### src/source/switch_pkg.sv
package switch_pkg;

    // switch sizes
    localparam int NUM_PORTS     = 4;
    localparam int NUM_PRIOS     = 8;
    localparam int NUM_SLOTS     = 16;
    localparam int MAX_PKT_WORDS = 16;
    localparam int DATA_W        = 16;

    // header word field positions
    localparam int HDR_DEST_LSB = 0;
    localparam int HDR_PRIO_LSB = 4;

    typedef logic [1:0] port_t;
    typedef logic [2:0] prio_t;
    typedef logic [3:0] slot_t;
    typedef logic [3:0] word_idx_t;
    // length 1 to 16 needs the extra bit
    typedef logic [4:0] len_t;

    typedef struct packed {
        port_t dest;
        prio_t prio;
    } hdr_t;

    typedef struct packed {
        slot_t             slot;
        word_idx_t         idx;
        logic [DATA_W-1:0] data;
    } wr_word_t;

    typedef struct packed {
        logic  valid;
        port_t dest;
        prio_t prio;
        slot_t slot;
    } enq_t;

    typedef enum logic {
        EG_IDLE,
        EG_STREAM
    } egress_state_t;

endpackage

### src/source/packet_buffer.sv
`timescale 1ns/1ps

module packet_buffer import switch_pkg::*; #(
    parameter int NUM_SLOTS = switch_pkg::NUM_SLOTS
) (
    input  logic              clk,
    input  wr_word_t          wr_word,
    input  logic              wr_len_en,
    input  len_t              wr_len,
    input  slot_t             wr_len_slot,
    input  slot_t             rd_slot,
    input  word_idx_t         rd_idx,
    output logic [DATA_W-1:0] rd_data,
    output len_t              rd_len
);

    logic [DATA_W-1:0] mem [NUM_SLOTS][MAX_PKT_WORDS];
    len_t              len_tab [NUM_SLOTS];

    // the held word is rewritten until the next one is taken
    always_ff @(posedge clk) begin
        mem[wr_word.slot][wr_word.idx] <= wr_word.data;
    end

    always_ff @(posedge clk) begin
        if (wr_len_en) begin
            len_tab[wr_len_slot] <= wr_len;
        end
    end

    // single read port, one cycle latency
    always_ff @(posedge clk) begin
        rd_data <= mem[rd_slot][rd_idx];
    end

    assign rd_len = len_tab[rd_slot];

endmodule

### config.mk
export PLATFORM = sky130hd
export DESIGN_NAME = packet_buffer
export DESIGN_NICKNAME = d
export VERILOG_FILES = /design/src/source/switch_pkg.sv /design/src/source/packet_buffer.sv
export SDC_FILE = /design/constraint.sdc
export NUM_CORES = 2
export LEC_CHECK = 0
export BUFFER_PORTS_ARGS = -buffer_cell sky130_fd_sc_hd__clkbuf_2
export CAP_MARGIN = 0
export CORE_MARGIN = 2
export CORE_UTILIZATION = 40
export CTS_BUF_LIST = sky130_fd_sc_hd__clkbuf_4 sky130_fd_sc_hd__clkbuf_8
export CTS_CLUSTER_DIAMETER = 80
export DETAILED_ROUTE_END_ITERATION = 8
export GPL_TIMING_DRIVEN = 0
export PLACE_DENSITY_LB_ADDON = 0.12
export REMOVE_ABC_BUFFERS = 1
export SETUP_SLACK_MARGIN = 0.1
export SYNTH_ARGS = -nofsm -noshare
export SYNTH_HDL_FRONTEND = slang
export SYNTH_MEMORY_MAX_BITS = 65536
export SYNTH_SLANG_ARGS = --single-unit
### constraint.sdc
create_clock -name clk -period 3.05 [get_ports clk]
set_input_delay 0.1525 -clock clk [delete_from_list [all_inputs] [get_ports clk]]
set_output_delay 0.1525 -clock clk [all_outputs]
set_load 0.005 [all_outputs]
# After elaboration in Yosys (flattened, before gate mapping)
# Memory sizes are Yosys's and may differ from the RTL's.
# Index checks and enable logic that the tools add are counted.
# word_totals
regBits	16
ramBits	4176
input_bits	43
output_inout_bits	21
elab_cells	16
n_memories	2
# op_classes
n_lt_le_gt_ge	3
n_mux	7
bitwise_logic	2
n_reduce_logical	1
# mem_list
memory	depth	word_bits	read_ports	rd_ports_with_merged_regs	write_ports	line_no	source
mem	16	256	1	0	1	packet_buffer.sv:17	logic [DATA_W-1:0] mem [NUM_SLOTS][MAX_PKT_WORDS];
len_tab	16	5	1	0	1	packet_buffer.sv:18	len_t len_tab [NUM_SLOTS];
# ops
operator	n
binary-select mux 16 bit (select 4 bit)	1
demux 16 bit (select 4 bit)	1
two-way mux 16 bit	3
greater-or-equal comparator 5 bit, second input constant	2
inverter 4 -> 5 bit	2
< comparator 5 x 1 -> 1 bit, second input constant	1
two-way mux 1 bit	2
logical AND 1 bit	1

# Depth between registers and ports, before layout
# depth
depth_word	5
mapped_depth	12
ltp_nobuf	7

# Least setup slack after synthesis
# Ideal clock, no wire load.
# synth_timing
path_type	input-to-output
startpoint	input rd_slot[0]
endpoint	output rd_len[0]
t_arrival_ps	2123
required_ps	2897
path_slack_ps	774
cell_stages	8
n_path_buf	6
cell_sequence	buf_6 buf_8 buf_6 buf_6 buf_6 buf_4 mux4_2 mux4_2
# synth_via
elab_chain_len	1
# synth_rtl
item	line_no	source
start, declared	packet_buffer.sv:11	input slot_t rd_slot,
memory read (16 x 5 bit)	n/a	
end, declared	packet_buffer.sv:14	output len_t rd_len
# Every way passes these cells.

# Final worst setup path
# layout_timing
startpoint	input rd_idx[0]
endpoint	register rd_data[8]
# layout_via
elab_chain_len	4
# layout_rtl
item	line_no	source
start, declared	packet_buffer.sv:12	input word_idx_t rd_idx,
inverter 4 -> 5 bit (implied by the code)	packet_buffer.sv:33	rd_data <= mem[rd_slot][rd_idx];
binary-select mux 16 bit (select 4 bit)	packet_buffer.sv:33	
two-way mux 16 bit (implied by the code) (2 in a row)	packet_buffer.sv:33	
end signal, assigned	packet_buffer.sv:33	
end, declared	packet_buffer.sv:13	output logic [DATA_W-1:0] rd_data,
# Every way passes these cells. The select of a mux whose other input is x is not followed.

==> results.toml <==
[die]
core_um2 = 402300
rows = 233
boundaryPins = 64
fp.dieH_um = 639.4
die_w_um = 639.4
die_area_um2 = 408800
start_util_pct = 40.14

[yosys]
synth-edff-count = 4176
synth.largest_area_cell = "edfxtp_1"
synth_cells = 7410
synthMuxAreaShare_pct = 15.08
synth-compound-area-share_pct = 3.513
synth-simple-area-share_pct = 1.758
yosys_most_used_dff = "edfxtp_1"
seq_area_frac_synth_pct = 77.85
synth.most_common_cell = "edfxtp_1"
syn_area_um2 = 161500
ys_types = 62
syn_area_per_cell_um2 = 21.79
ys_seq_elements = 4192
yosys-top-cells-count = "4176 x edfxtp_1, 861 x mux4_2, 466 x mux2i_1, 319 x nor2_1, 184 x o221ai_1"
yosys.area.top_type_share_pct = 77.65
synth_adder_area_share_pct = 0
async_reset_ff_share_pct = 0
ys_warn_count = 0
synth_xor_area_share_pct = 0
synth_area_leaders = "edfxtp_1 78%, mux4_2 12%, mux2i_1 2.9%"
synth_top_family_by_area = "multiplexers"

[finish]
n_fill_cell = 33100
multi_input_area_um2 = 34490
drive_gt1_share_pct = 32.71
fin_area_um2 = 190500
nets = 8289
areaGrowthSynthToFinish_pct = 17.93
instances_no_fill = 14050
seq_area_um2 = 125700

[min_path]
hold_path.class = "input port to register"
hold_start = "wr_word[8]"
hold_depth = 2
whs_endpoint = "mem[8][40]$_DFFE_PP_"

[grt]
grt_pass1_vias = 82560
grt_max_degree = 141
overflow = 0
gr-usage-all-layers_pct = 22.67
grt_antenna_before_repair = 21
grt_pass1_wl_mm = 649.6

[clock_tree]
tritoncts = "built"
root_buffer = "clkbuf_8"
cts_buffer_depth = 4
clkTransAtPathRegs_ps = 60
htreeDepth = 6
clk_latency_ps = 1230
cts_buffers = 698
cts_sinks = 4192

[sta]
fmax_mhz = 317.1
setup_ws_ps = -104.0
setup_violations = 5
min_period_ps = 3154
rsz0062_at_grt = "true"
maxSlewHeadroom_pct = -0.6912
period_share_pct = 103.4
worst_slew_pin_slew_ps = 1510
setup_tns_ps = -277.9
drv_slew = 23
finalHoldViolCount = 0
finClkSkew_ps = 64.46

[worst_setup_path]
r2r-start = "mem[11][52]$_DFFE_PP_"
crit_type = "input port to register"
reg2reg_depth = 7
worst_setup_path_end_kind = "register"
cp_data_arrival_time_ps = 4230
reg2reg_slack_ps = 110
critPathLaunchType = "input port"
regToRegEndpoint = "rd_data[4]$_DFF_P_"
startpoint = "rd_idx[0]"
critPathMaxFanout = 95
required_ps = 4120

[placement]
port_buffers = 63
place.gp.congestion = 0.7559
dpl.cell_count = 12680
place_area_um2 = 174200
dp_hpwl_mm = 278.9
pre_cts_ws_ps = -3870

[power_and_ir_drop]
cellPowerDensity_nw_per_um2 = 621.0
peakVddDrop_mv = 0.3618
p_leak_nw = 60.34

[drt]
wl_per_cell_um = 33.42
vias_per_cell = 5.776
via_count = 81160
ant_nets = 0
firstDrtPassIters = 5
wl_mm = 469.6
drc = 0
drtIter0Drc = 8355

[status]
outcome = "finished, violations left"
violations = "capacitance limit, slew limit, setup timing"

[flow_run]
drv_cap = 1
[layout by cell type (no fill, tap or decap), types with 53 or more instances in the layout]
| master | instances |
|---|---|
| clkbuf_8 | 738 |
| clkinv_1 | 131 |
| mux4_2 | 861 |
| o22ai_1 | 122 |
| nor2_1 | 54 |
| edfxtp_1 | 4176 |
| clkinv_2 | 54 |
| nor3_1 | 65 |
| a22oi_1 | 69 |
| o21ai_0 | 60 |
| o221ai_1 | 175 |
| buf_16 | 170 |
| buf_8 | 175 |
| mux2i_1 | 466 |
| a21oi_1 | 151 |
| nor2_2 | 261 |
| nand2_1 | 53 |
| dlygate4sd3_1 | 67 |
| clkbuf_4 | 252 |
[worst max path at each step]
| stage | to | slack [ps] |
|---|---|---|
| floorplan | rd_data[9]$_DFF_P_ | -3410 |
| global placement | rd_data[14]$_DFF_P_ | -62440 |
| detailed placement | rd_data[13]$_DFF_P_ | -3870 |
| CTS | rd_data[9]$_DFF_P_ | -20 |
| global route | rd_len[3] | 40 |
| finish | rd_data[8]$_DFF_P_ | -100 |
[routing by layer]
layer | share of wire, % | track usage (%)
met2 | 48 | 36.30
met4 | 2.6 | 6.131
met3 | 6.1 | 3.600
met1 | 43 | 32.40
met5 | 0.0049 | 0
[registers in the layout, summed over array words and instances, names as in the netlist]
| name | flops |
|---|---|
| len_tab | 80 |
| mem | 4096 |
| rd_data | 16 |
[critical path, stage by stage]
cell and delay, ps:
buf_8 310, buf_16 290, inv_8 240, buf_16 290, o221ai_1 390, o22ai_1 340
a22oi_1 380, nand3_1 350, or3_4 530, nor4_1 390
[timing repair]
| item | 4_1_cts | 5_1_grt |
|---|---|---|
| setup endpoints to repair | 21 | 20 |
| endpoints found under the hold margin | 3709 | 0 |
| hold buffers | 68 | 0 |
| gates resized for setup | 117 | 15 |
| setup buffers | 28 | 5 |
| gates cloned | 43 | 4 |
| pin swaps | 41 | 13 |
[power by group]
part | internal (mW) | switching (mW)
sequential | 63.7 | 0.0923
clock | 25.1 | 22.4
combinational | 2.48 | 4.54
[through the flow]
stage	hold slack (ps)	total power, mW	util, %
6_report	82.19	118.3	47.34
5_1_grt	53.50	122.1	47.34
4_1_cts	2.579	119.4	47.27
3_5_place_dp	530.6	71.38	43.31
3_3_place_gp	531.8	75.43	41.15
2_1_floorplan	251.4	67.27	-
[area by class of cell]
cell class	count	area share [%]
multi-input cells	2773	18.11
flip-flops and latches	4192	66.01
clock inverters	234	0.6905
well taps	5287	3.473
inverters	3	0.01511
repair buffers	578	5.503
clock buffers	969	6.175
diodes	15	0.01971
[kinds of logic after synthesis]
logic type / Yosys count
AO/OA/AOI/OAI: 791
multiplexers: 1350
buffers and inverters: 448
AND/OR/NAND/NOR: 629
flip-flops: 4192
No activity file was read; power rests on OpenSTA's default activity.
