`config.mk`:
```
export PLATFORM = sky130hd
export DESIGN_NAME = slot_allocator
export DESIGN_NICKNAME = d
export VERILOG_FILES = /design/src/source/switch_pkg.sv /design/src/source/slot_allocator.sv
export SDC_FILE = /design/constraint.sdc
export NUM_CORES = 1
export LEC_CHECK = 0
export ABC_AREA = 1
export BUFFER_PORTS_ARGS = -buffer_cell sky130_fd_sc_hd__clkbuf_2
export CAP_MARGIN = 10
export CELL_PAD_IN_SITES_DETAIL_PLACEMENT = 2
export CELL_PAD_IN_SITES_GLOBAL_PLACEMENT = 2
export CORE_MARGIN = 2
export CORE_UTILIZATION = 40
export CTS_BUF_LIST = sky130_fd_sc_hd__clkbuf_8
export DETAILED_ROUTE_END_ITERATION = 8
export GPL_TIMING_DRIVEN = 1
export HOLD_SLACK_MARGIN = 0.06
export PLACE_DENSITY_LB_ADDON = 0.1
export SKIP_CTS_REPAIR_TIMING = 1
export SLEW_MARGIN = 20
export SYNTH_ARGS = -nofsm -noshare
export SYNTH_HDL_FRONTEND = slang
export SYNTH_SLANG_ARGS = --single-unit
```
`constraint.sdc`:
```
create_clock -name clk -period 3.2 [get_ports clk]
set_input_delay 0.16 -clock clk [delete_from_list [all_inputs] [get_ports clk]]
set_output_delay 0.16 -clock clk [all_outputs]
set_load 0.02 [all_outputs]
```
`src/source/switch_pkg.sv`:
```
package switch_pkg;

    // switch sizes
    localparam int NUM_PORTS     = 4;
    localparam int NUM_PRIOS     = 8;
    localparam int NUM_SLOTS     = 16;
    localparam int MAX_PKT_WORDS = 16;
    localparam int DATA_W        = 16;

    // header word field positions
    localparam int HDR_DEST_LSB = 0;
    localparam int HDR_PRIO_LSB = 4;

    typedef logic [1:0] port_t;
    typedef logic [2:0] prio_t;
    typedef logic [3:0] slot_t;
    typedef logic [3:0] word_idx_t;
    // length 1 to 16 needs the extra bit
    typedef logic [4:0] len_t;

    typedef struct packed {
        port_t dest;
        prio_t prio;
    } hdr_t;

    typedef struct packed {
        slot_t             slot;
        word_idx_t         idx;
        logic [DATA_W-1:0] data;
    } wr_word_t;

    typedef struct packed {
        logic  valid;
        port_t dest;
        prio_t prio;
        slot_t slot;
    } enq_t;

    typedef enum logic {
        EG_IDLE,
        EG_STREAM
    } egress_state_t;

endpackage

```
`src/source/slot_allocator.sv`:
```
`timescale 1ns/1ps

module slot_allocator import switch_pkg::*; #(
    parameter int NUM_SLOTS = switch_pkg::NUM_SLOTS
) (
    input  logic  clk,
    input  logic  rst_n,
    input  logic  alloc,
    input  logic  free,
    input  slot_t free_slot,
    output logic  slot_avail,
    output slot_t slot
);

    // pointers wrap naturally, NUM_SLOTS is a power of two
    localparam int PTR_W = $clog2(NUM_SLOTS);

    typedef logic [PTR_W:0] cnt_t;

    slot_t            fifo [NUM_SLOTS];
    logic [PTR_W-1:0] head;
    logic [PTR_W-1:0] tail;
    cnt_t             count;

    assign slot_avail = count != '0;
    assign slot       = fifo[head];

    always_ff @(posedge clk) begin
        if (!rst_n) begin
            head  <= '0;
            tail  <= '0;
            count <= cnt_t'(NUM_SLOTS);
            // every slot starts out free
            for (int i = 0; i < NUM_SLOTS; i++) begin
                fifo[i] <= slot_t'(i);
            end
        end else begin
            if (alloc) begin
                head <= head + 1'b1;
            end
            if (free) begin
                fifo[tail] <= free_slot;
                tail       <= tail + 1'b1;
            end
            count <= count + cnt_t'(free) - cnt_t'(alloc);
        end
    end

endmodule

```
# [After elaboration in Yosys (flattened, before gate mapping)]
# Memory sizes are Yosys's and may differ from the RTL's. A register that Yosys moved wholly into a read port is not among the register bits.
# Index checks and enable logic that the tools add are counted.
[totals] romBits=0 memories=1 elab_cells=19 latch_bits=0 ff_bits=13 mem_bits_rw=64
[op_classes] n_reduce_logical=2 magnitude_cmp=0 n_shift=0 n_eq_ne=0 div_mod_pow=0 bitwise_logic=0 muxes=9 addsub=4 mul=0
[memory_table] name="fifo" depth=16 word_bits=4 read_ports=1 rd_clocked_by_memory_dff=1 wr=16 line="slot_allocator.sv:20" rtl="slot_t fifo [NUM_SLOTS];"
[ops] operator="4-bit two-way mux" n=4
[ops] operator="4-bit by 1-bit adder with 4-bit output, second input constant" n=2
[ops] operator="5-bit by 1-bit adder with 5-bit output" n=1
[ops] operator="1-bit two-way mux" n=5
[ops] operator="5-bit nonzero test" n=1
[ops] operator="5-bit by 1-bit subtractor with 5-bit output" n=1
[ops] operator="4-bit OR reduction" n=1

# [Logic depth before layout (Yosys ltp)]
[depth] word_depth=5 mapped_depth=13 depth_no_buf=13

# [Least setup slack after synthesis]
# OpenSTA, ideal clock, no wires.
[synth_path] path_type="flip-flop to flip-flop" start="register count[0]" end="register count[4]" setup_slack_ns=1.558 n_path_buf=0 period_less_slack_ns=1.642 arrival_ns=1.518 stages_incl_launch_ff=13 cell_sequence="dfxtp_1 -> inv_1 -> ha_1 -> inv_1 -> ha_1 -> inv_1 -> fa_1 -> inv_1 -> nand2_1 -> nand2_1 -> nand2_1 -> nand3b_1 -> nand3_1"
[synth_between] elab_chain_len=2
[synth_lines] element="start, declared" line="slot_allocator.sv:23" rtl="cnt_t count;"
[synth_lines] element="start signal, assigned" line="slot_allocator.sv:32" rtl="count <= cnt_t'(NUM_SLOTS);"
[synth_lines] element="start signal, assigned" line="slot_allocator.sv:45" rtl="count <= count + cnt_t'(free) - cnt_t'(alloc);"
[synth_lines] element="5-bit by 1-bit adder with 5-bit output" line="slot_allocator.sv:45"
[synth_lines] element="5-bit by 1-bit subtractor with 5-bit output" line="slot_allocator.sv:45"
# No other way between the ends.
# A chain may end at the register's enable or synchronous reset.

==> metrics <==
result of the run completed; CP Max Fanout 33; Area Growth Syn to Fin 8.45%; worst-case vdd ir drop 0.266 mV; count of unresolved DRC violations after routing 0; TritonCTS clock tree yes; detailed-router iteration count before antenna repair 4; Worst Tran Pin Value around 1 ns; total global-route track usage roughly 23%; Leakage around 1.9 nW; clock root buffer sky130_fd_sc_hd__clkbuf_8; Clock Sinks approximately 80; nets in the synthesized netlist slightly above 500; flops & latches, synth a little over 80; number of hold violations in the final report 0; largest net degree at the start of global routing 34; final period utilization 72.7%; least setup slack across all paths after layout approximately 0.87 ns; clock transition at the registers of the reported paths roughly 0.090 ns; final period demand of the worst path 2.33 ns; core utilization of the finished layout a little under half; total congestion overflow 0; max-slew violation count 0; die outline area between 0.01 and 0.015 sq mm; CORE AREA 0.00986 sq mm; max frequency 0.430 GHz; post-layout instance area 0.00445 sq mm; post-place setup slack about 1.3 ns; vertical extent of the die ~110 microns; CP endpoint kind primary output; setup tns final 0 ns; Final Net Count between 500 and 600; number of buffers created by CTS 9; Post-DP Area approximately 0.0043 sq mm; final weighted congestion of routability-driven global placement 0.756; wire length of the first global-routing pass between 15,000 and 20,000 microns; Post-Route Hold Slack around 0.13 ns; maximum root-to-sink buffer count 2; Critical Path Start Type register; clock skew between 0.01 and 0.015 ns; residual antenna-violating net count after detailed routing 0; critical path arrival 2.17 ns; number of instances in the synthesized netlist slightly below 500; die boundary width between 100 and 150 microns; Max H-tree Level 3; Cell Rows 36; detail-routed via count per cell a little under 5; worst setup path category reg2out; count of endpoints failing setup in the final report 0; total wirelength of the detailed-routed design ~12,000 microns; sequential area share after synthesis between 50% and 60%; initial cell density of the core approximately two fifths; Data required, critical path 3.04 ns; Avg Cell Area, Syn 8.34 sq um; vias in the first global route 3,570; Fillers between 1,000 and 1,500; kind of path behind the tightest hold check in2reg; unrepaired setup endpoints after global routing false; most common library cell in the layout ignoring fill and taps sky130_fd_sc_hd__nand2_1; count of routing violations after the opening detailed-route iteration 102; most frequent cells in the layout sky130_fd_sc_hd__nand2_1 (149), sky130_fd_sc_hd__inv_1 (77), sky130_fd_sc_hd__edfxtp_1 (64), sky130_fd_sc_hd__nand3_1 (51), sky130_fd_sc_hd__nor2_1 (50); max_slew headroom between 30% and 40%; antenna diode count 0; io pins 13; antenna violations before repair 0; Netlist Area Pre-Place roughly 0.004 sq mm; number of max-cap violations 0; IO buf count 12; share of final-layout standard cells stronger than drive strength 1 a little over an eighth; Cell Pwr Density approximately 530 mW/mm^2; number of vias in the routed layout around 3,200; clock network latency to the later pin of the worst-skew pair around 0.37 ns; number of warning messages in the yosys log 0; routed length per instance approximately 19 microns; placed wire-length estimate after detailed placement around 8500 microns; number of unique standard cell types used by synthesis 20
-- cell families after synthesis --
group,share of synthesized area (%)
AO/OA/AOI/OAI,1.34
XOR/XNOR,0.427
adder cells (fa/ha/maj),3.84
buffers and inverters,11.1
flip-flops,55.2
AND/OR/NAND/NOR,28.1
-- critical path, stage by stage, from the launching register on --
cell                       delay [ns]
sky130_fd_sc_hd__dfxtp_1         0.32
sky130_fd_sc_hd__buf_4           0.24
sky130_fd_sc_hd__inv_2           0.45
sky130_fd_sc_hd__nand2_1         0.14
sky130_fd_sc_hd__nand2_1         0.11
sky130_fd_sc_hd__nand2_1         0.05
sky130_fd_sc_hd__nand3_1         0.09
sky130_fd_sc_hd__nand3_1         0.12
sky130_fd_sc_hd__nand2_1         0.09
sky130_fd_sc_hd__clkbuf_2        0.16
-- where the power goes --
| group | switching, mW | internal (mW) |
|---|---|---|
| logic | 0.261 | 0.123 |
| clock network | 0.415 | 0.358 |
| registers | 0.0292 | 1.18 |
-- per-stage QoR --
step | power (mW) | instances
floorplan | 1.50 | 492
global placement | 1.59 | 622
detailed placement | 1.62 | 622
CTS | 2.38 | 638
global route | 2.47 | 638
finish | 2.37 | 638
-- layout make-up --
cell class | instances | area [sq um] | share of cell area, %
clock buffer | 9 | 124 | 2.78
clock inverter | 7 | 68.8 | 1.55
inverter | 96 | 360 | 8.10
multi-input combinational | 297 | 1380 | 31.1
sequential | 81 | 2260 | 50.9
tap | 133 | 166 | 3.74
timing repair buffer | 15 | 82.6 | 1.86
-- flip-flops by register name, indices dropped and copies added (netlist names), named ones only --
register  cells
tail          4
head          4
fifo         64
count         5
-- synthesized netlist by cell type --
cell / count / area [sq um]
sky130_fd_sc_hd__buf_2: 7 / 35.0
sky130_fd_sc_hd__nor2_2: 13 / 81.3
sky130_fd_sc_hd__nor2_1: 50 / 188
sky130_fd_sc_hd__buf_4: 5 / 37.5
sky130_fd_sc_hd__fa_1: 1 / 20.0
sky130_fd_sc_hd__nand2_1: 149 / 559
sky130_fd_sc_hd__xor2_1: 2 / 17.5
sky130_fd_sc_hd__ha_1: 11 / 138
sky130_fd_sc_hd__nand2_2: 3 / 18.8
sky130_fd_sc_hd__clkbuf_1: 6 / 22.5
sky130_fd_sc_hd__a21oi_1: 7 / 35.0
sky130_fd_sc_hd__edfxtp_1: 64 / 1920
sky130_fd_sc_hd__nand3b_1: 1 / 7.51
sky130_fd_sc_hd__nor2_4: 3 / 33.8
sky130_fd_sc_hd__o21ai_0: 4 / 20.0
sky130_fd_sc_hd__inv_1: 77 / 289
sky130_fd_sc_hd__dfxtp_1: 17 / 340
sky130_fd_sc_hd__nor3_1: 2 / 10.0
sky130_fd_sc_hd__inv_2: 19 / 71.3
sky130_fd_sc_hd__nand3_1: 51 / 255
-- worst paths after layout --
path	from	depth (start not counted)	to	slack, ns
worst max-delay path	register	9	slot[2]	0.87
worst min-delay path	alloc	3	head[0]	0.13
worst max register to register	tail[0]	3	fifo[15][0]	1.30
worst min register to register	head[3]	1	register	0.47
-- metal layers --
| metal | GRT usage (%) | wire (microns) | up-vias |
|---|---|---|---|
| li1 | - | - | 1524 |
| met3 | 3.34 | 274 | 18 |
| met1 | 27.3 | 5080 | 1587 |
| met5 | 0 | 0 | - |
| met2 | 41.5 | 6210 | 36 |
| met4 | 8.67 | 243 | 0 |
Note: power is estimated with default switching activity, not from simulation.
