<file path="config.mk">
export PLATFORM = sky130hd
export DESIGN_NAME = egress_scheduler
export DESIGN_NICKNAME = d
export VERILOG_FILES = /design/src/source/switch_pkg.sv /design/src/source/egress_scheduler.sv
export SDC_FILE = /design/constraint.sdc
export NUM_CORES = 1
export LEC_CHECK = 0
export ABC_AREA = 1
export BUFFER_PORTS_ARGS = -buffer_cell sky130_fd_sc_hd__buf_4
export CAP_MARGIN = 20
export CORE_MARGIN = 5
export CORE_UTILIZATION = 41
export DETAILED_ROUTE_END_ITERATION = 7
export PLACE_DENSITY_LB_ADDON = 0.12
export SYNTH_ARGS = -nofsm -noshare
export SYNTH_HDL_FRONTEND = slang
export SYNTH_SLANG_ARGS = --single-unit
export TNS_END_PERCENT = 5
</file>
<file path="constraint.sdc">
create_clock -name clk -period 3 [get_ports clk]
set_clock_uncertainty 0.15 [all_clocks]
set_input_delay 0.6 -clock clk [delete_from_list [all_inputs] [get_ports clk]]
set_output_delay 0.6 -clock clk [all_outputs]
set_load 0.03 [all_outputs]
</file>
<file path="src/source/switch_pkg.sv">
package switch_pkg;

    // switch sizes
    localparam int NUM_PORTS     = 4;
    localparam int NUM_PRIOS     = 8;
    localparam int NUM_SLOTS     = 16;
    localparam int MAX_PKT_WORDS = 16;
    localparam int DATA_W        = 16;

    // header word field positions
    localparam int HDR_DEST_LSB = 0;
    localparam int HDR_PRIO_LSB = 4;

    typedef logic [1:0] port_t;
    typedef logic [2:0] prio_t;
    typedef logic [3:0] slot_t;
    typedef logic [3:0] word_idx_t;
    // length 1 to 16 needs the extra bit
    typedef logic [4:0] len_t;

    typedef struct packed {
        port_t dest;
        prio_t prio;
    } hdr_t;

    typedef struct packed {
        slot_t             slot;
        word_idx_t         idx;
        logic [DATA_W-1:0] data;
    } wr_word_t;

    typedef struct packed {
        logic  valid;
        port_t dest;
        prio_t prio;
        slot_t slot;
    } enq_t;

    typedef enum logic {
        EG_IDLE,
        EG_STREAM
    } egress_state_t;

endpackage

</file>
<file path="src/source/egress_scheduler.sv">
`timescale 1ns/1ps

module egress_scheduler import switch_pkg::*; #(
    parameter int NUM_PORTS = switch_pkg::NUM_PORTS
) (
    input  logic                             clk,
    input  logic                             rst_n,
    input  logic [NUM_PORTS-1:0]             ready,
    input  logic [NUM_PORTS-1:0]             nonempty,
    input  slot_t [NUM_PORTS-1:0]            head_slot,
    input  len_t                             rd_len,
    input  logic [DATA_W-1:0]                rd_data_in,
    output logic [NUM_PORTS-1:0]             deq,
    output slot_t                            rd_slot,
    output word_idx_t                        rd_idx,
    output logic                             free,
    output slot_t                            free_slot,
    output logic [NUM_PORTS-1:0]             rd_sop,
    output logic [NUM_PORTS-1:0]             rd_eop,
    output logic [NUM_PORTS-1:0]             rd_vld,
    output logic [NUM_PORTS-1:0][DATA_W-1:0] rd_data
);

    egress_state_t        state;
    port_t                port_q;
    slot_t                slot_q;
    word_idx_t            idx_q;
    logic [NUM_PORTS-1:0] cand;
    logic                 win_vld;
    port_t                win;
    logic                 pick;
    logic                 rd;
    logic                 last_word;

    // a port is eligible with a queued packet and its sink ready
    assign cand = nonempty & ready;

    always_comb begin
        win_vld = 1'b0;
        win     = port_q;
        for (int i = NUM_PORTS; i >= 1; i--) begin
            if (cand[(int'(port_q) + i) % NUM_PORTS]) begin
                win_vld = 1'b1;
                win     = port_t'((int'(port_q) + i) % NUM_PORTS);
            end
        end
    end

    assign pick      = state == EG_IDLE && win_vld;
    assign rd        = state == EG_STREAM && ready[port_q];
    assign last_word = len_t'(idx_q) + len_t'(1) == rd_len;

    always_comb begin
        deq = '0;
        if (pick) begin
            deq[win] = 1'b1;
        end
    end

    assign rd_slot   = slot_q;
    assign rd_idx    = idx_q;
    assign free      = rd && last_word;
    assign free_slot = slot_q;

    // buffer data arrives together with the registered flags
    assign rd_data = {NUM_PORTS{rd_data_in}};

    always_ff @(posedge clk) begin
        if (!rst_n) begin
            state  <= EG_IDLE;
            port_q <= port_t'(NUM_PORTS - 1);
            idx_q  <= '0;
            rd_vld <= '0;
            rd_sop <= '0;
            rd_eop <= '0;
        end else begin
            rd_vld <= '0;
            rd_sop <= '0;
            rd_eop <= '0;
            case (state)
                EG_IDLE: begin
                    if (win_vld) begin
                        port_q <= win;
                        idx_q  <= '0;
                        state  <= EG_STREAM;
                    end
                end
                EG_STREAM: begin
                    // no read while the sink holds ready low
                    if (rd) begin
                        rd_vld[port_q] <= 1'b1;
                        rd_sop[port_q] <= idx_q == '0;
                        rd_eop[port_q] <= last_word;
                        idx_q          <= idx_q + 1'b1;
                        if (last_word) begin
                            state <= EG_IDLE;
                        end
                    end
                end
            endcase
        end
    end

    always_ff @(posedge clk) begin
        if (pick) begin
            slot_q <= head_slot[win];
        end
    end

endmodule

</file>
# --- Yosys cells after proc, flatten, opt, wreduce, memory -nomap -nowiden ---
# Index checks and enable logic that the tools add are counted.
word_totals:
  register_bits: 23
classes:
  bitwise_logic: 8
  addsub: 6
  n_reduce_logical: 13
  magnitude_cmp: 8
  muxes: 36
  eq_ne: 3
op_table:
  columns: ["operator", "count"]
  rows:
  - ["$mux 1", 18]
  - ["$lt 3x4->1 const B", 4]
  - ["$mux 4", 4]
  - ["$and 4x4->4", 3]
  - ["$bmux 1 s2", 5]
  - ["$bmux 4 s2", 1]
  - ["$mux 2", 4]
  - ["$pmux 4 s2", 1]
  - ["$reduce_or 2->1", 4]
  - ["$lt 2x3->1 const B", 2]
  - ["$add 4x1->5 const B", 1]
  - ["$eq 5x5->1", 1]
  - ["$logic_and 1x1->1", 5]
  - ["$add 2x1->2 const B", 2]
  - ["$add 2x2->2 const B", 2]
  - ["$add 4x1->4 const B", 1]
  - ["$and 1x1->1 const A", 4]
  - ["$demux 1 s2", 2]
  - ["$ge 2x1->1 const B", 2]
  - ["$logic_not 4->1", 1]
  - ["$reduce_and 2->1", 2]
  - ["$reduce_and 3->1", 1]
  - ["$ne 2x1->1 const B", 1]
  - ["$ne 2x2->1 const B", 1]
  - ["2 further kinds", 2]

# --- Logic depth before layout (Yosys ltp) ---
depth:
  ltp_word: 15
  mapped_depth: 12
  ltp_nobuf: 12

# --- Least setup slack after synthesis ---
# OpenSTA, ideal clock, no wires.
synth_timing:
  kind: "register to output"
  from: "reg port_q[0]"
  to: "out deq[3]"
  path_stages_with_launch: 12
  t_arrival_ns: 1.994
  required_ns: 2.250
  path_slack_ns: 0.256
  path_cell_list: "dfxtp_1 > inv_2 > ha_1 > inv_1 > nand3_1 > nand2_1 > nand3_2 > nand2_4 > nand2_4 > nand2_2 > nand2_1 > nor2_1"
synth_between:
  elab_chain_len: 13
  word_cells_on_any_way: 31
  cone_classes: "add/sub: 4; order compare: 2; mux: 23; reduce/logical: 2"
synth_lines:
  columns: ["element", "line_no", "rtl"]
  rows:
  - ["start, declared", "egress_scheduler.sv:25", "port_t port_q;"]
  - ["start signal, assigned", "egress_scheduler.sv:71", "port_q <= port_t'(NUM_PORTS - 1);"]
  - ["start signal, assigned", "egress_scheduler.sv:83", "port_q <= win;"]
  - ["$add 2x1->2", "egress_scheduler.sv:42, egress_scheduler.sv:44", null]
  - ["$bmux 1 s2", "egress_scheduler.sv:42", "if (cand[(int'(port_q) + i) % NUM_PORTS]) begin"]
  - ["$mux 1 (not written as such) (2 in a row)", "egress_scheduler.sv:42", null]
  - ["$mux 2 (4 in a row)", "egress_scheduler.sv:42", null]
  - ["$lt 2x3->1 (not written as such) or $ge 2x1->1 (tied branches)", "egress_scheduler.sv:56", "deq[win] = 1'b1;"]
  - ["$logic_and 1x1->1 (not written as such)", "egress_scheduler.sv:56", null]
  - ["$mux 1 (not written as such)", "egress_scheduler.sv:56", null]
  - ["$demux 1 s2", "egress_scheduler.sv:56", null]
  - ["$mux 4 (*)", "egress_scheduler.sv:55", "if (pick) begin"]
  - ["end, declared", "egress_scheduler.sv:13", "output logic [NUM_PORTS-1:0] deq,"]
# Every way passes the cells marked *; elsewhere a longest branch is shown, timed or not. The select of a mux whose other input is x is not followed.

# --- Worst setup path in the final report ---
layout_timing:
  from: "reg port_q[1]"
  to: "out deq[3]"
# Same word-level chain as after synthesis.

==> flow_metrics.tcl <==
set metrics [dict create \
    status "completed" \
    area_delta_synth_final_pct 3.06 \
    nets 311 \
    cts_tree "done" \
    cts_buffers 3 \
    grt_overflow_total 0 \
    slew_headroom_pct 79.6 \
    fill_cells 500 \
    placed_cell_area_sq_um 1920 \
    netlist_instances 261 \
    core_area_sq_um 4630 \
    min_period_over_period_pct 94.9 \
    utilization_pct 42.8 \
    worst_path_max_delay_cell "dfxtp_4" \
    use_met2_pct 20.7 \
    met3_usage_pct 1.03 \
    syn_area_sq_um 1920 \
    grt_max_degree 14 \
    busiest_layer "met2" \
    ctsLongestPathBuffers 2 \
    hold_class "reg -> reg" \
    placementRows 25 \
    via_per_inst 4.56 \
    async_flop_share_pct 0 \
    htree_levels 1 \
    yosysUniqueCellTypes 27 \
    clk_pin_slew_worst_paths_ns 0.08 \
    drt_iter0_markers 24 \
    routed_wl_um 3710 \
    first_global_vias 1352 \
    place_congestion 0.760 \
    syn_nets 314 \
    final_common_cell "buf_4" \
    firstDrtPassIters 4 \
    worstMarginPinSlew_ns 0.304 \
    critPathMaxFanout 7 \
    insertion_delay_ns 0.25 \
    portBuffers 59 \
    fin_total_pwr_w 0.00174 \
    avgSynthCellArea_sq_um 7.37 \
    numClockSinks 23 \
    cts-hold-fix-buffers 0 \
    ys_seq_elements 23 \
    synth_edf_count 4 \
    antenna-diode-count 0 \
    grt_pass1_wl_um 6010 \
    wl_per_cell_um 11.9 \
    cts_root_buf "clkbuf_8" \
    ir_worst_vdd_mv 0.479 \
    rrSetupSlack_ns 0.92 \
    fp.dieH_um 78.5 \
    start_util_pct 41.6 \
    die_area_sq_um 6160 \
    period_needed_ns 2.85 \
    worstPathRequired_ns 2.25 \
    layout-drive-gt1-share_pct 37.0 \
    path_cells "inv_1, ha_1, inv_1, nand3_1, nand2_1, nand3_4, nand2_4, nand2_4, nand2_2, nand2_1, nor2_1, buf_4" \
    final_cell_mix "buf_4, nand2_1, nand3_1" \
    final_max_slew_viol_count 0 \
    ys.flop_type "dfxtp_1" \
    critPathKind "reg -> out" \
    crit_buf_inv 3 \
    track_usage_pct 11.8 \
    yosysWarnings 0 \
    worstSetupEndpointType "primary output" \
    dp_hpwl_um 3110 \
    die_w_um 78.5 \
    drc 0 \
    fmax_mhz 351 \
    cp-start-kind "flop" \
    hold_viol 0 \
    postRouteAntennaNets 0 \
    antenna_found_initial 0 \
    yosysSeqAreaShare_pct 26.0 \
    finish.instance_area_sq_um 1980 \
    critPathTopFamily "simple AND/OR/NAND/NOR gates" \
    power_density_nw_per_um2 876 \
    p_leak_nw 1.02 \
    arrival_ns 2.10 \
    critPathMaxStageDelay_ns 0.39 \
    pin_count 140 \
    finalSetupViolCount 0 \
    vias 1419 \
    grtUsageMet1_pct 14.2 \
    cap_violations 0 \
    post_cts_buffers 0 \
]
[cell type report]
cell class | count | area, sq um | share of cell area, %
Multi-Input combinational cell | 139 | 788 | 39.7
Sequential cell | 23 | 505 | 25.5
Timing Repair Buffer | 62 | 465 | 23.5
Inverter | 29 | 110 | 5.55
Tap cell | 54 | 67.6 | 3.41
Clock buffer | 3 | 41.3 | 2.08
Clock inverter | 1 | 5.00 | 0.252
[registers in the layout, indices dropped and copies added, names as in the netlist]
register / flops
rd_eop: 4
rd_sop: 4
free_slot: 4
port_q: 2
rd_idx: 4
rd_vld: 4
state: 1
[worst register-to-register path, cell delays in order, from the launching register on]
cell and delay, ns:
dfxtp_4 0.39, inv_1 0.11, ha_1 0.32, inv_1 0.08, nand3_1 0.09, nand2_1 0.11
nand3_4 0.11, nand2_4 0.10, nand2_4 0.08, nand2_2 0.10, nand2_1 0.06, nand3_1 0.06
nand2_1 0.07
[routing by layer]
metal / wire length (um) / vias to the layer above / part of all wire (%)
met2: 1840 / 31 / 50
met3: 207 / 14 / 5.6
met1: 1570 / 629 / 42
li1: - / 745 / -
met5: 0 / - / 0
met4: 85 / 0 / 2.3
[metrics by stage]
step / worst slack (ns) / setup TNS, ns / cells / hold WS (ns)
6_report: 0.153 / 0 / 311 / 0.361
5_1_grt: -0.0124 / -0.0124 / 311 / 0.396
4_1_cts: 0.0742 / 0 / 311 / 0.370
3_5_place_dp: 0.241 / 0 / 307 / 0.358
3_3_place_gp: 0.266 / 0 / 307 / 0.360
2_1_floorplan: 0.256 / 0 / 261 / 0.398
[what timing repair did]
action | in CTS | in global routing
resized for setup | 1 | 3
pin swaps | 0 | 0
endpoints found under the setup margin | 1 | 4
[cells in the mapped netlist (2+ instances only)]
master	n	area (sq um)
buf_4	68	510
nand2_1	47	176
nand3_1	26	130
inv_1	24	90.1
dfxtp_1	19	380
nor2_1	16	60.1
nand2_2	7	43.8
ha_1	6	75.1
nor3_2	6	60.1
a21oi_1	5	25.0
edfxtp_1	4	120
inv_2	4	15.0
nand2_4	3	33.8
nor3_1	3	15.0
o21ai_1	3	15.0
o21ai_2	3	26.3
xor2_1	3	26.3
buf_6	2	22.5
nand3_2	2	20.0
o21ai_0	2	10.0
xnor2_1	2	17.5
[cells by family (layout without fill, tap and decap cells)]
| kind of cell | after synthesis | count (layout) | synth area share [%] |
|---|---|---|---|
| AND/OR/NAND/NOR | 111 | 111 | 28.9 |
| XOR/XNOR | 5 | 5 | 2.28 |
| AO/OA/AOI/OAI | 17 | 17 | 5.46 |
| flip-flops | 23 | 23 | 26.0 |
| buffers and inverters | 99 | 95 | 33.4 |
| adder cells (fa/ha/maj) | 6 | 6 | 3.90 |
[power by group]
group | total, W | switching, W | internal [W] | leakage [nW]
Clock | 0.000179 | 0.0000871 | 0.0000922 | 0.0255
Combinational | 0.00112 | 0.000734 | 0.000385 | 0.798
Sequential | 0.000439 | 0.0000423 | 0.000396 | 0.194
Total | 0.00174 | 0.000864 | 0.000873 | 1.02
[path summary, 6_finish.rpt]
check,startpoint,to,cells past startpoint
setup / recovery,port_q[1]$_SDFFE_PN1P_,deq[3],12
setup reg to reg,port_q[1]$_SDFFE_PN1P_,free_slot[2]$_DFFE_PP_,12
hold reg to reg,rd_idx[0]$_SDFFE_PN0P_,rd_idx[0]$_SDFFE_PN0P_,1
hold / removal,rd_idx[0]$_SDFFE_PN0P_,rd_idx[0]$_SDFFE_PN0P_,1
No activity file was read; power rests on OpenSTA's default activity.
