===== config.mk =====
export PLATFORM = sky130hd
export DESIGN_NAME = ingress_arbiter
export DESIGN_NICKNAME = d
export VERILOG_FILES = /design/src/source/switch_pkg.sv /design/src/source/ingress_arbiter.sv
export SDC_FILE = /design/constraint.sdc
export NUM_CORES = 1
export LEC_CHECK = 0
export CAP_MARGIN = 20
export CORE_MARGIN = 3
export CORE_UTILIZATION = 55
export DETAILED_ROUTE_END_ITERATION = 12
export DONT_BUFFER_PORTS = 1
export GPL_TIMING_DRIVEN = 0
export PLACE_DENSITY = 0.7
export SLEW_MARGIN = 20
export SYNTH_ARGS = -nofsm -noshare
export SYNTH_HDL_FRONTEND = slang
export SYNTH_SLANG_ARGS = --single-unit

===== constraint.sdc =====
create_clock -name clk -period 2.6 [get_ports clk]
set_input_delay 0.13 -clock clk [delete_from_list [all_inputs] [get_ports clk]]
set_output_delay 0.13 -clock clk [all_outputs]
set_load 0.01 [all_outputs]

===== src/source/switch_pkg.sv =====
package switch_pkg;

    // switch sizes
    localparam int NUM_PORTS     = 4;
    localparam int NUM_PRIOS     = 8;
    localparam int NUM_SLOTS     = 16;
    localparam int MAX_PKT_WORDS = 16;
    localparam int DATA_W        = 16;

    // header word field positions
    localparam int HDR_DEST_LSB = 0;
    localparam int HDR_PRIO_LSB = 4;

    typedef logic [1:0] port_t;
    typedef logic [2:0] prio_t;
    typedef logic [3:0] slot_t;
    typedef logic [3:0] word_idx_t;
    // length 1 to 16 needs the extra bit
    typedef logic [4:0] len_t;

    typedef struct packed {
        port_t dest;
        prio_t prio;
    } hdr_t;

    typedef struct packed {
        slot_t             slot;
        word_idx_t         idx;
        logic [DATA_W-1:0] data;
    } wr_word_t;

    typedef struct packed {
        logic  valid;
        port_t dest;
        prio_t prio;
        slot_t slot;
    } enq_t;

    typedef enum logic {
        EG_IDLE,
        EG_STREAM
    } egress_state_t;

endpackage


===== src/source/ingress_arbiter.sv =====
`timescale 1ns/1ps

module ingress_arbiter import switch_pkg::*; #(
    parameter int NUM_PORTS = switch_pkg::NUM_PORTS
) (
    input  logic                             clk,
    input  logic                             rst_n,
    input  logic [NUM_PORTS-1:0]             wr_sop,
    input  logic [NUM_PORTS-1:0]             wr_eop,
    input  logic [NUM_PORTS-1:0]             wr_vld,
    input  logic [NUM_PORTS-1:0][DATA_W-1:0] wr_data,
    input  logic                             slot_avail,
    input  slot_t                            slot,
    output logic [NUM_PORTS-1:0]             pause,
    output logic                             alloc,
    output wr_word_t                         wr_word,
    output logic                             wr_len_en,
    output len_t                             wr_len,
    output enq_t                             enq
);

    logic                 busy;
    logic                 just_done;
    port_t                grant;
    slot_t                slot_q;
    hdr_t                 hdr_q;
    word_idx_t            idx_q;
    logic [NUM_PORTS-1:0] req;
    logic                 win_vld;
    port_t                win;
    port_t                cur;
    logic                 take;
    logic                 last;
    slot_t                cur_slot;
    word_idx_t            cur_idx;
    hdr_t                 sop_hdr;
    hdr_t                 cur_hdr;

    // sop requests, the port that just finished sits out one cycle
    always_comb begin
        req = wr_vld & wr_sop;
        if (just_done) begin
            req[grant] = 1'b0;
        end
    end

    // round robin, search starts right after the last grant
    always_comb begin
        win_vld = 1'b0;
        win     = grant;
        for (int i = NUM_PORTS; i >= 1; i--) begin
            if (req[(int'(grant) + i) % NUM_PORTS]) begin
                win_vld = 1'b1;
                win     = port_t'((int'(grant) + i) % NUM_PORTS);
            end
        end
    end

    assign alloc = !busy && win_vld && slot_avail;
    assign cur   = busy ? grant : win;
    assign take  = busy ? wr_vld[grant] : alloc;
    assign last  = take && wr_eop[cur];

    assign sop_hdr.dest = wr_data[win][HDR_DEST_LSB +: $bits(port_t)];
    assign sop_hdr.prio = wr_data[win][HDR_PRIO_LSB +: $bits(prio_t)];

    assign cur_slot = busy ? slot_q : slot;
    assign cur_idx  = busy ? idx_q : '0;
    assign cur_hdr  = busy ? hdr_q : sop_hdr;

    always_comb begin
        pause = '1;
        if (busy) begin
            pause[grant] = 1'b0;
        end else if (alloc) begin
            pause[win] = 1'b0;
        end
    end

    always_ff @(posedge clk) begin
        if (!rst_n) begin
            busy      <= 1'b0;
            just_done <= 1'b0;
            grant     <= port_t'(NUM_PORTS - 1);
        end else begin
            just_done <= last;
            if (alloc) begin
                grant <= win;
                // single word packets never hold the grant
                busy  <= !wr_eop[win];
            end else if (last) begin
                busy <= 1'b0;
            end
        end
    end

    always_ff @(posedge clk) begin
        if (alloc) begin
            slot_q <= slot;
            hdr_q  <= sop_hdr;
        end
        if (take) begin
            idx_q <= cur_idx + 1'b1;
        end
    end

    // buffer write and enqueue land one cycle after the word is taken
    always_ff @(posedge clk) begin
        if (!rst_n) begin
            wr_word   <= '0;
            wr_len_en <= 1'b0;
            enq       <= '0;
        end else begin
            wr_len_en <= last;
            enq.valid <= last;
            if (take) begin
                wr_word.slot <= cur_slot;
                wr_word.idx  <= cur_idx;
                wr_word.data <= wr_data[cur];
                enq.dest     <= cur_hdr.dest;
                enq.prio     <= cur_hdr.prio;
                enq.slot     <= cur_slot;
            end
        end
    end

    always_ff @(posedge clk) begin
        if (take) begin
            wr_len <= len_t'(cur_idx) + len_t'(1);
        end
    end

endmodule


== Word level (Yosys, flattened, before mapping) ==
Index checks and enable logic that the tools add are counted.
Storage, ports and cells
  register bits after elaboration: 51
  input bits: 83
  word-level logic and storage cells: 92
Operators by class
  $add $sub $neg: 6
  $lt $le $gt $ge: 9
  multiplexer cells: 44
  bitwise gates (word level): 8
  reductions and logical operators: 12
Operators by type and width (number)
  $bmux 16 s2: 2
  $mux 1: 20
  $mux 4: 5
  $lt 3x4->1 const B: 4
  $mux 16: 1
  $bmux 1 s2: 7
  $mux 2: 5
  $lt 2x3->1 const B: 3
  $and 4x4->4: 2
  $not 4->4: 2
  $reduce_or 2->1: 4
  $mux 7: 1
  $add 4x1->5 const B: 1
  $logic_and 1x1->1: 5
  $mux 5: 1
  $add 2x1->2 const B: 2
  $add 2x2->2 const B: 2
  $add 4x1->4 const B: 1
  $and 1x1->1 const A: 4
  $demux 1 s2: 2
  $ge 2x1->1 const B: 2
  $logic_not 1->1: 2
  $reduce_bool 2->1: 1

== Longest topological paths before layout ==
  word-level depth: 21
  gate-level depth with buffers: 13
  gate-level depth less buffers: 11

== Least setup slack after synthesis ==
Ideal clock, no wire load.
  kind: register to register
  start: register grant[0]
  end: register enq[7] (netlist name)
  setup time: 114 ps
  arrival: 2388 ps
  required time: 2486 ps
  setup slack: 98 ps
  cell stages (with the launch flop): 12
  path buffers: 1
  period minus slack after synthesis: 2502 ps
  cells stage by stage: dfxtp_1 inv_1 ha_1 and2_2 or2_1 a31o_2 inv_2 nor2_1 inv_1 buf_2 o21ai_0 a21o_1
On the way
  longest elaborated chain between the ends: 17
  elaborated cells between the ends (all ways): 40
  classes of those cells: add/sub (4); order compare (2); mux (29); bitwise (2); reduce/logical (3)
RTL lines
  start, declared: line ingress_arbiter.sv:24  | port_t grant;
  start signal, assigned: line ingress_arbiter.sv:84  | grant <= port_t'(NUM_PORTS - 1);
  start signal, assigned: line ingress_arbiter.sv:88  | grant <= win;
  $lt 2x3->1 (implied by the code) or $ge 2x1->1 (tied branches): line ingress_arbiter.sv:43  | req[grant] = 1'b0;
  $logic_and 1x1->1 (implied by the code): line ingress_arbiter.sv:43
  $mux 1 (implied by the code): line ingress_arbiter.sv:43
  $demux 1 s2: line ingress_arbiter.sv:43
  $not 4->4 (no line)
  $and 4x4->4 (no line)
  $mux 4: line ingress_arbiter.sv:42  | if (just_done) begin
  $bmux 1 s2: line ingress_arbiter.sv:52  | if (req[(int'(grant) + i) % NUM_PORTS]) begin
  $mux 1 (implied by the code) (2 in a row): line ingress_arbiter.sv:52
  $mux 1 (3 in a row): line ingress_arbiter.sv:52
  $mux 1 (*): line ingress_arbiter.sv:52
  $logic_and 1x1->1 (*) (2 in a row): line ingress_arbiter.sv:59  | assign alloc = !busy && win_vld && slot_avail;
  named net alloc: line ingress_arbiter.sv:15  | output logic alloc,
  $mux 1 (*): line ingress_arbiter.sv:61  | assign take = busy ? wr_vld[grant] : alloc;
  named net take: line ingress_arbiter.sv:32  | logic take;
  end, declared: line ingress_arbiter.sv:19  | output enq_t enq
Mark *: on every way through the listed nets, which the timed path passes. The rest lies on a longest branch. The select of a mux whose other input is x is not followed.
A chain may end at the register's enable or synchronous reset.

== Worst setup path after layout ==
  start: register grant[0]
  end: register busy
On the way
  longest elaborated chain between the ends: 19
  elaborated cells between the ends (all ways): 46
  classes of those cells: add/sub (4); order compare (2); mux (32); bitwise (2); reduce/logical (6)
RTL lines
  $lt 2x3->1 (implied by the code) or $ge 2x1->1 (tied branches): line ingress_arbiter.sv:43
  $logic_and 1x1->1 (implied by the code): line ingress_arbiter.sv:43
  $mux 1 (implied by the code): line ingress_arbiter.sv:43
  $demux 1 s2: line ingress_arbiter.sv:43
  $not 4->4 (no line)
  $and 4x4->4 (no line)
  $mux 4: line ingress_arbiter.sv:42
  $bmux 1 s2: line ingress_arbiter.sv:52
  $mux 1 (implied by the code) (2 in a row): line ingress_arbiter.sv:52
  $mux 2 or $mux 1 (tied branches) (4 in a row): line ingress_arbiter.sv:52
  $mux 2 or $logic_and 1x1->1 (tied branches): line ingress_arbiter.sv:60, ingress_arbiter.sv:59
  $bmux 1 s2 or $logic_and 1x1->1 (tied branches): line ingress_arbiter.sv:62, ingress_arbiter.sv:59
  $mux 1 (on tied branches): line ingress_arbiter.sv:62, ingress_arbiter.sv:61
  $logic_and 1x1->1: line ingress_arbiter.sv:62  | assign last = take && wr_eop[cur];
  $reduce_bool 2->1 (no line)
  end signal, assigned: line ingress_arbiter.sv:90  | busy <= !wr_eop[win];
  end, declared: line ingress_arbiter.sv:22  | logic busy;
Several ways; a longest one is shown, not always the timed one. The select of a mux whose other input is x is not followed.

==> summary.md <==
| Metric | Value |
|---|---|
| CTS clock-pin slew for the worst setup and hold paths | `0.10 ns` |
| F_max | `401 MHz` |
| N_diodes | `0` |
| Detailed-router iteration count before antenna repair | `4` |
| Largest net degree at the start of global routing | `17` |
| Crit end category | `flip-flop` |
| FF-to-FF setup slack | `about 0.11 ns` |
| CP max stage delay | `0.38 ns` |
| Die Ht | `between 70 and 80 microns` |
| Ys async rst share | `0%` |
| Synthesis-to-finish area growth | `18.6%` |
| Final RePlAce weighted congestion | `0.865` |
| Synthesized cell area | `2980 sq um` |
| HP Class | `in2reg` |
| Site Rows | `26` |
| First-pass GRT wire length | `12,400 microns` |
| CP required | `2.84 ns` |
| Max VDD drop | `403 uV` |
| Register area share after synthesis | `about 36%` |
| Clock tree buffer depth | `2` |
| Hpwl dp | `5830 microns` |
| Endpoints failing hold | `0` |
| Worst skew pair latency | `0.31 ns` |
| Synth Net Count | `393` |
| Pint | `between 1.5 and 2 mW` |
| Switching pwr | `0.757 mW` |
| Post-synth EDFFs | `14` |
| Sequential share of power | `between 40 and 50%` |
| I/O pin count | `128` |
| TritonCTS clock tree | `built` |
| Fillers | `between 400 and 500` |
| Cell mode on critical path | `o211ai_1` |
| Clock Sinks | `47` |
| Cell Chain, Critical Path | `clkinvlp_4, ha_2, and2_2, o211ai_1, nand4_2, o211ai_4, buf_12, mux2_4, o211ai_1, a32o_1` |
| Per-cell routed wire length | `20.3 microns` |
| Warnings from Yosys | `0` |
| Final wirelength | `8220 microns` |
| DRC errors left | `0` |
| Clock power frac | `24.1%` |
| Worst slew pin tran | `0.526 ns` |
| #FFs+latches synth | `47` |
| Initial Utilization | `57.6%` |
| Dominant synthesized flop cell | `dfxtp_1` |
| Yosys cell types | `56` |
| Layout Skew | `0.0114 ns` |
| Setup Viol. Count Final | `0` |
| Setup CP Type | `reg2reg` |
| Core box area | `5170 sq um` |
| Power Density | `651 nW/um^2` |
| Crit-path slowest cell | `dfxtp_4` |
| Hold Startpoint | `slot[1]` |
| CTS buffer count | `5` |
| Die X | `79.6 microns` |
| Vias | `2,527` |
| Layout cells sized above 1 | `about 28%` |
| Mapped Cells | `305` |
| Top post-synthesis cells by area | `dfxtp_1, mux2i_1, edfxtp_1` |
| Port Buf Inserts | `0` |
| Die area | `6340 sq um` |
| Crit share post-route | `a little over nine tenths` |
| Core Util, Final | `68.3%` |
| Min Tclk post-route | `2.49 ns` |
| Fin Hold WS | `0.0544 ns` |
| Max cap viols | `0` |
| WHS Path Cells | `2` |
| Max-slew violations | `0` |
| Outcome | `completed` |
| Comb power frac | `between 30% and 40%` |
| Mean Syn Cell Area | `9.77 sq um` |
| Worst-path fanout max | `7` |
| Post-Layout Cell Count | `405` |
| Post-synth top area share | `22.2%` |
| Initial antenna violation count | `0` |
| FF-to-FF path depth | `10` |
| CP startpoint | `grant[0]` |
| Root Buffer | `clkbuf_8` |
| Post-route ant nets | `0` |
| Vias in the first global route | `approximately 2,500` |
| P_leak | `1.46 nW` |
| Gr usage total | `25.2%` |
| H-Tree Depth | `2` |
| Leading area contributor after synthesis | `dfxtp_1` |
| RR Startpoint | `grant[0]` |
| Switching share of power | `32.9%` |
| Crit path DAT | `2.74 ns` |
| Final #Nets | `roughly 420` |
| First DRT Iteration DRCs | `84` |
| Max-slew headroom | `64.9%` |
| Avg Vias per Cell | `6.24` |
| Worst setup SP type | `flip-flop` |
| DP Cell Count | `375` |
| Remaining Overflow, GRT | `0` |
## layout by cell type (no fill, tap or decap), types with 3 or more instances in the layout
master / instances
nand3_1: 20
a22oi_1: 4
nand2_2: 3
o21ai_1: 16
buf_4: 24
a21o_1: 7
mux2_1: 4
o21ai_0: 6
clkbuf_1: 6
and2_1: 5
nand2_1: 15
o211ai_1: 3
nand4_1: 6
edfxtp_1: 14
dlygate4sd3_1: 5
a211oi_1: 3
a21oi_1: 11
and3_1: 10
clkbuf_8: 5
nor2_1: 14
mux2i_1: 43
buf_6: 5
mux2_2: 13
ha_2: 3
dfxtp_1: 31
## state kept, by name, summed over array words and instances, names as in the netlist
register  count
idx_q         3
wr_word      24
slot_q        4
busy          1
grant         2
wr_len        2
enq           6
hdr_q         5
## synth_stat cells (all sizes together), types with 2 or more instances
master / instances
nand2: 18
mux2: 19
a22oi: 6
or2: 2
edfxtp: 14
nand4: 7
a21o: 8
nor2: 16
xnor2: 2
and2: 9
o211ai: 4
clkbuf: 7
ha: 5
mux2i: 44
nand3: 20
buf: 17
dfxtp: 33
and3: 11
a32oi: 2
a21oi: 13
o21ai: 22
inv: 5
a211oi: 5
## power groups by stage
stage                     Sequential, mW  Clock [mW]  Combinational, mW
after floorplan                    0.946           0              0.544
after global placement             0.965           0              0.649
after detailed placement           0.967           0              0.658
after CTS                          0.950       0.572              0.719
after global routing               0.960       0.590              0.864
final                              0.950       0.555              0.794
## stage by stage
stage	TNS [ns]	setup slack [ns]	power [mW]	cell area (sq um)
after global routing	-0.0622	-0.0278	2.41	3530
after CTS	0	0.0106	2.24	3370
after floorplan	0	0.0979	1.49	2980
after detailed placement	-11.18	-0.424	1.63	3070
after global placement	-9.56	-0.375	1.61	3070
final	0	0.106	2.30	3530
## critical path, delay by kind of cell, from the launching register on
kind	cells	cell delay, ns
muxes	1	0.30
AOI/OAI and AO/OA	4	0.85
DFF	1	0.38
adders and majority gates	1	0.21
buffers and inverters	2	0.25
and+or+nand+nor	2	0.44
## per-layer routing
| metal | vias to the layer above | share of wire (%) | track usage, % |
|---|---|---|---|
| met3 | 10 | 10 | 8.13 |
| met1 | 1200 | 38 | 29.2 |
| met4 | 0 | 1.4 | 6.53 |
| met2 | 124 | 51 | 44.7 |
| met5 | - | 0 | 0 |
| li1 | 1193 | - | - |
## repair_timing
item                                   4_1_cts  5_1_grt
endpoints found under the hold margin        4        0
setup endpoints to repair                   46       45
gates cloned                                 0        1
pin swaps                                    6        9
hold buffers                                 4        0
resized for setup                           18       23
buffers inserted                             9        9
## cell type report
type	instances	area [sq um]	area share, %
multi-input combinational	227	1790	50.7
sequential	47	1090	30.7
inverter	6	37.5	1.06
timing repair buffer	23	213	6.02
clock inverter	3	47.5	1.35
tap	70	87.6	2.48
clock buffer	5	68.8	1.95
buffer	24	201	5.70
## worst paths after layout
kind                                     to
worst max register to register         busy
worst min register to register   wr_word[1]
worst min-delay path            wr_word[21]
worst max-delay path                   busy
## kinds of logic (layout without fill, tap and decap cells)
group | Yosys count | in the layout | synth area share, %
and+or+nand+nor | 87 | 87 | 15.4
AOI/OAI and AO/OA | 69 | 69 | 15.8
muxes | 64 | 64 | 23.0
DFF | 47 | 47 | 36.3
buffers and inverters | 31 | 61 | 6.88
adders and majority gates | 5 | 5 | 2.10
xor gates and xnor gates | 2 | 2 | 0.588
(Power assumes the default switching activity.)
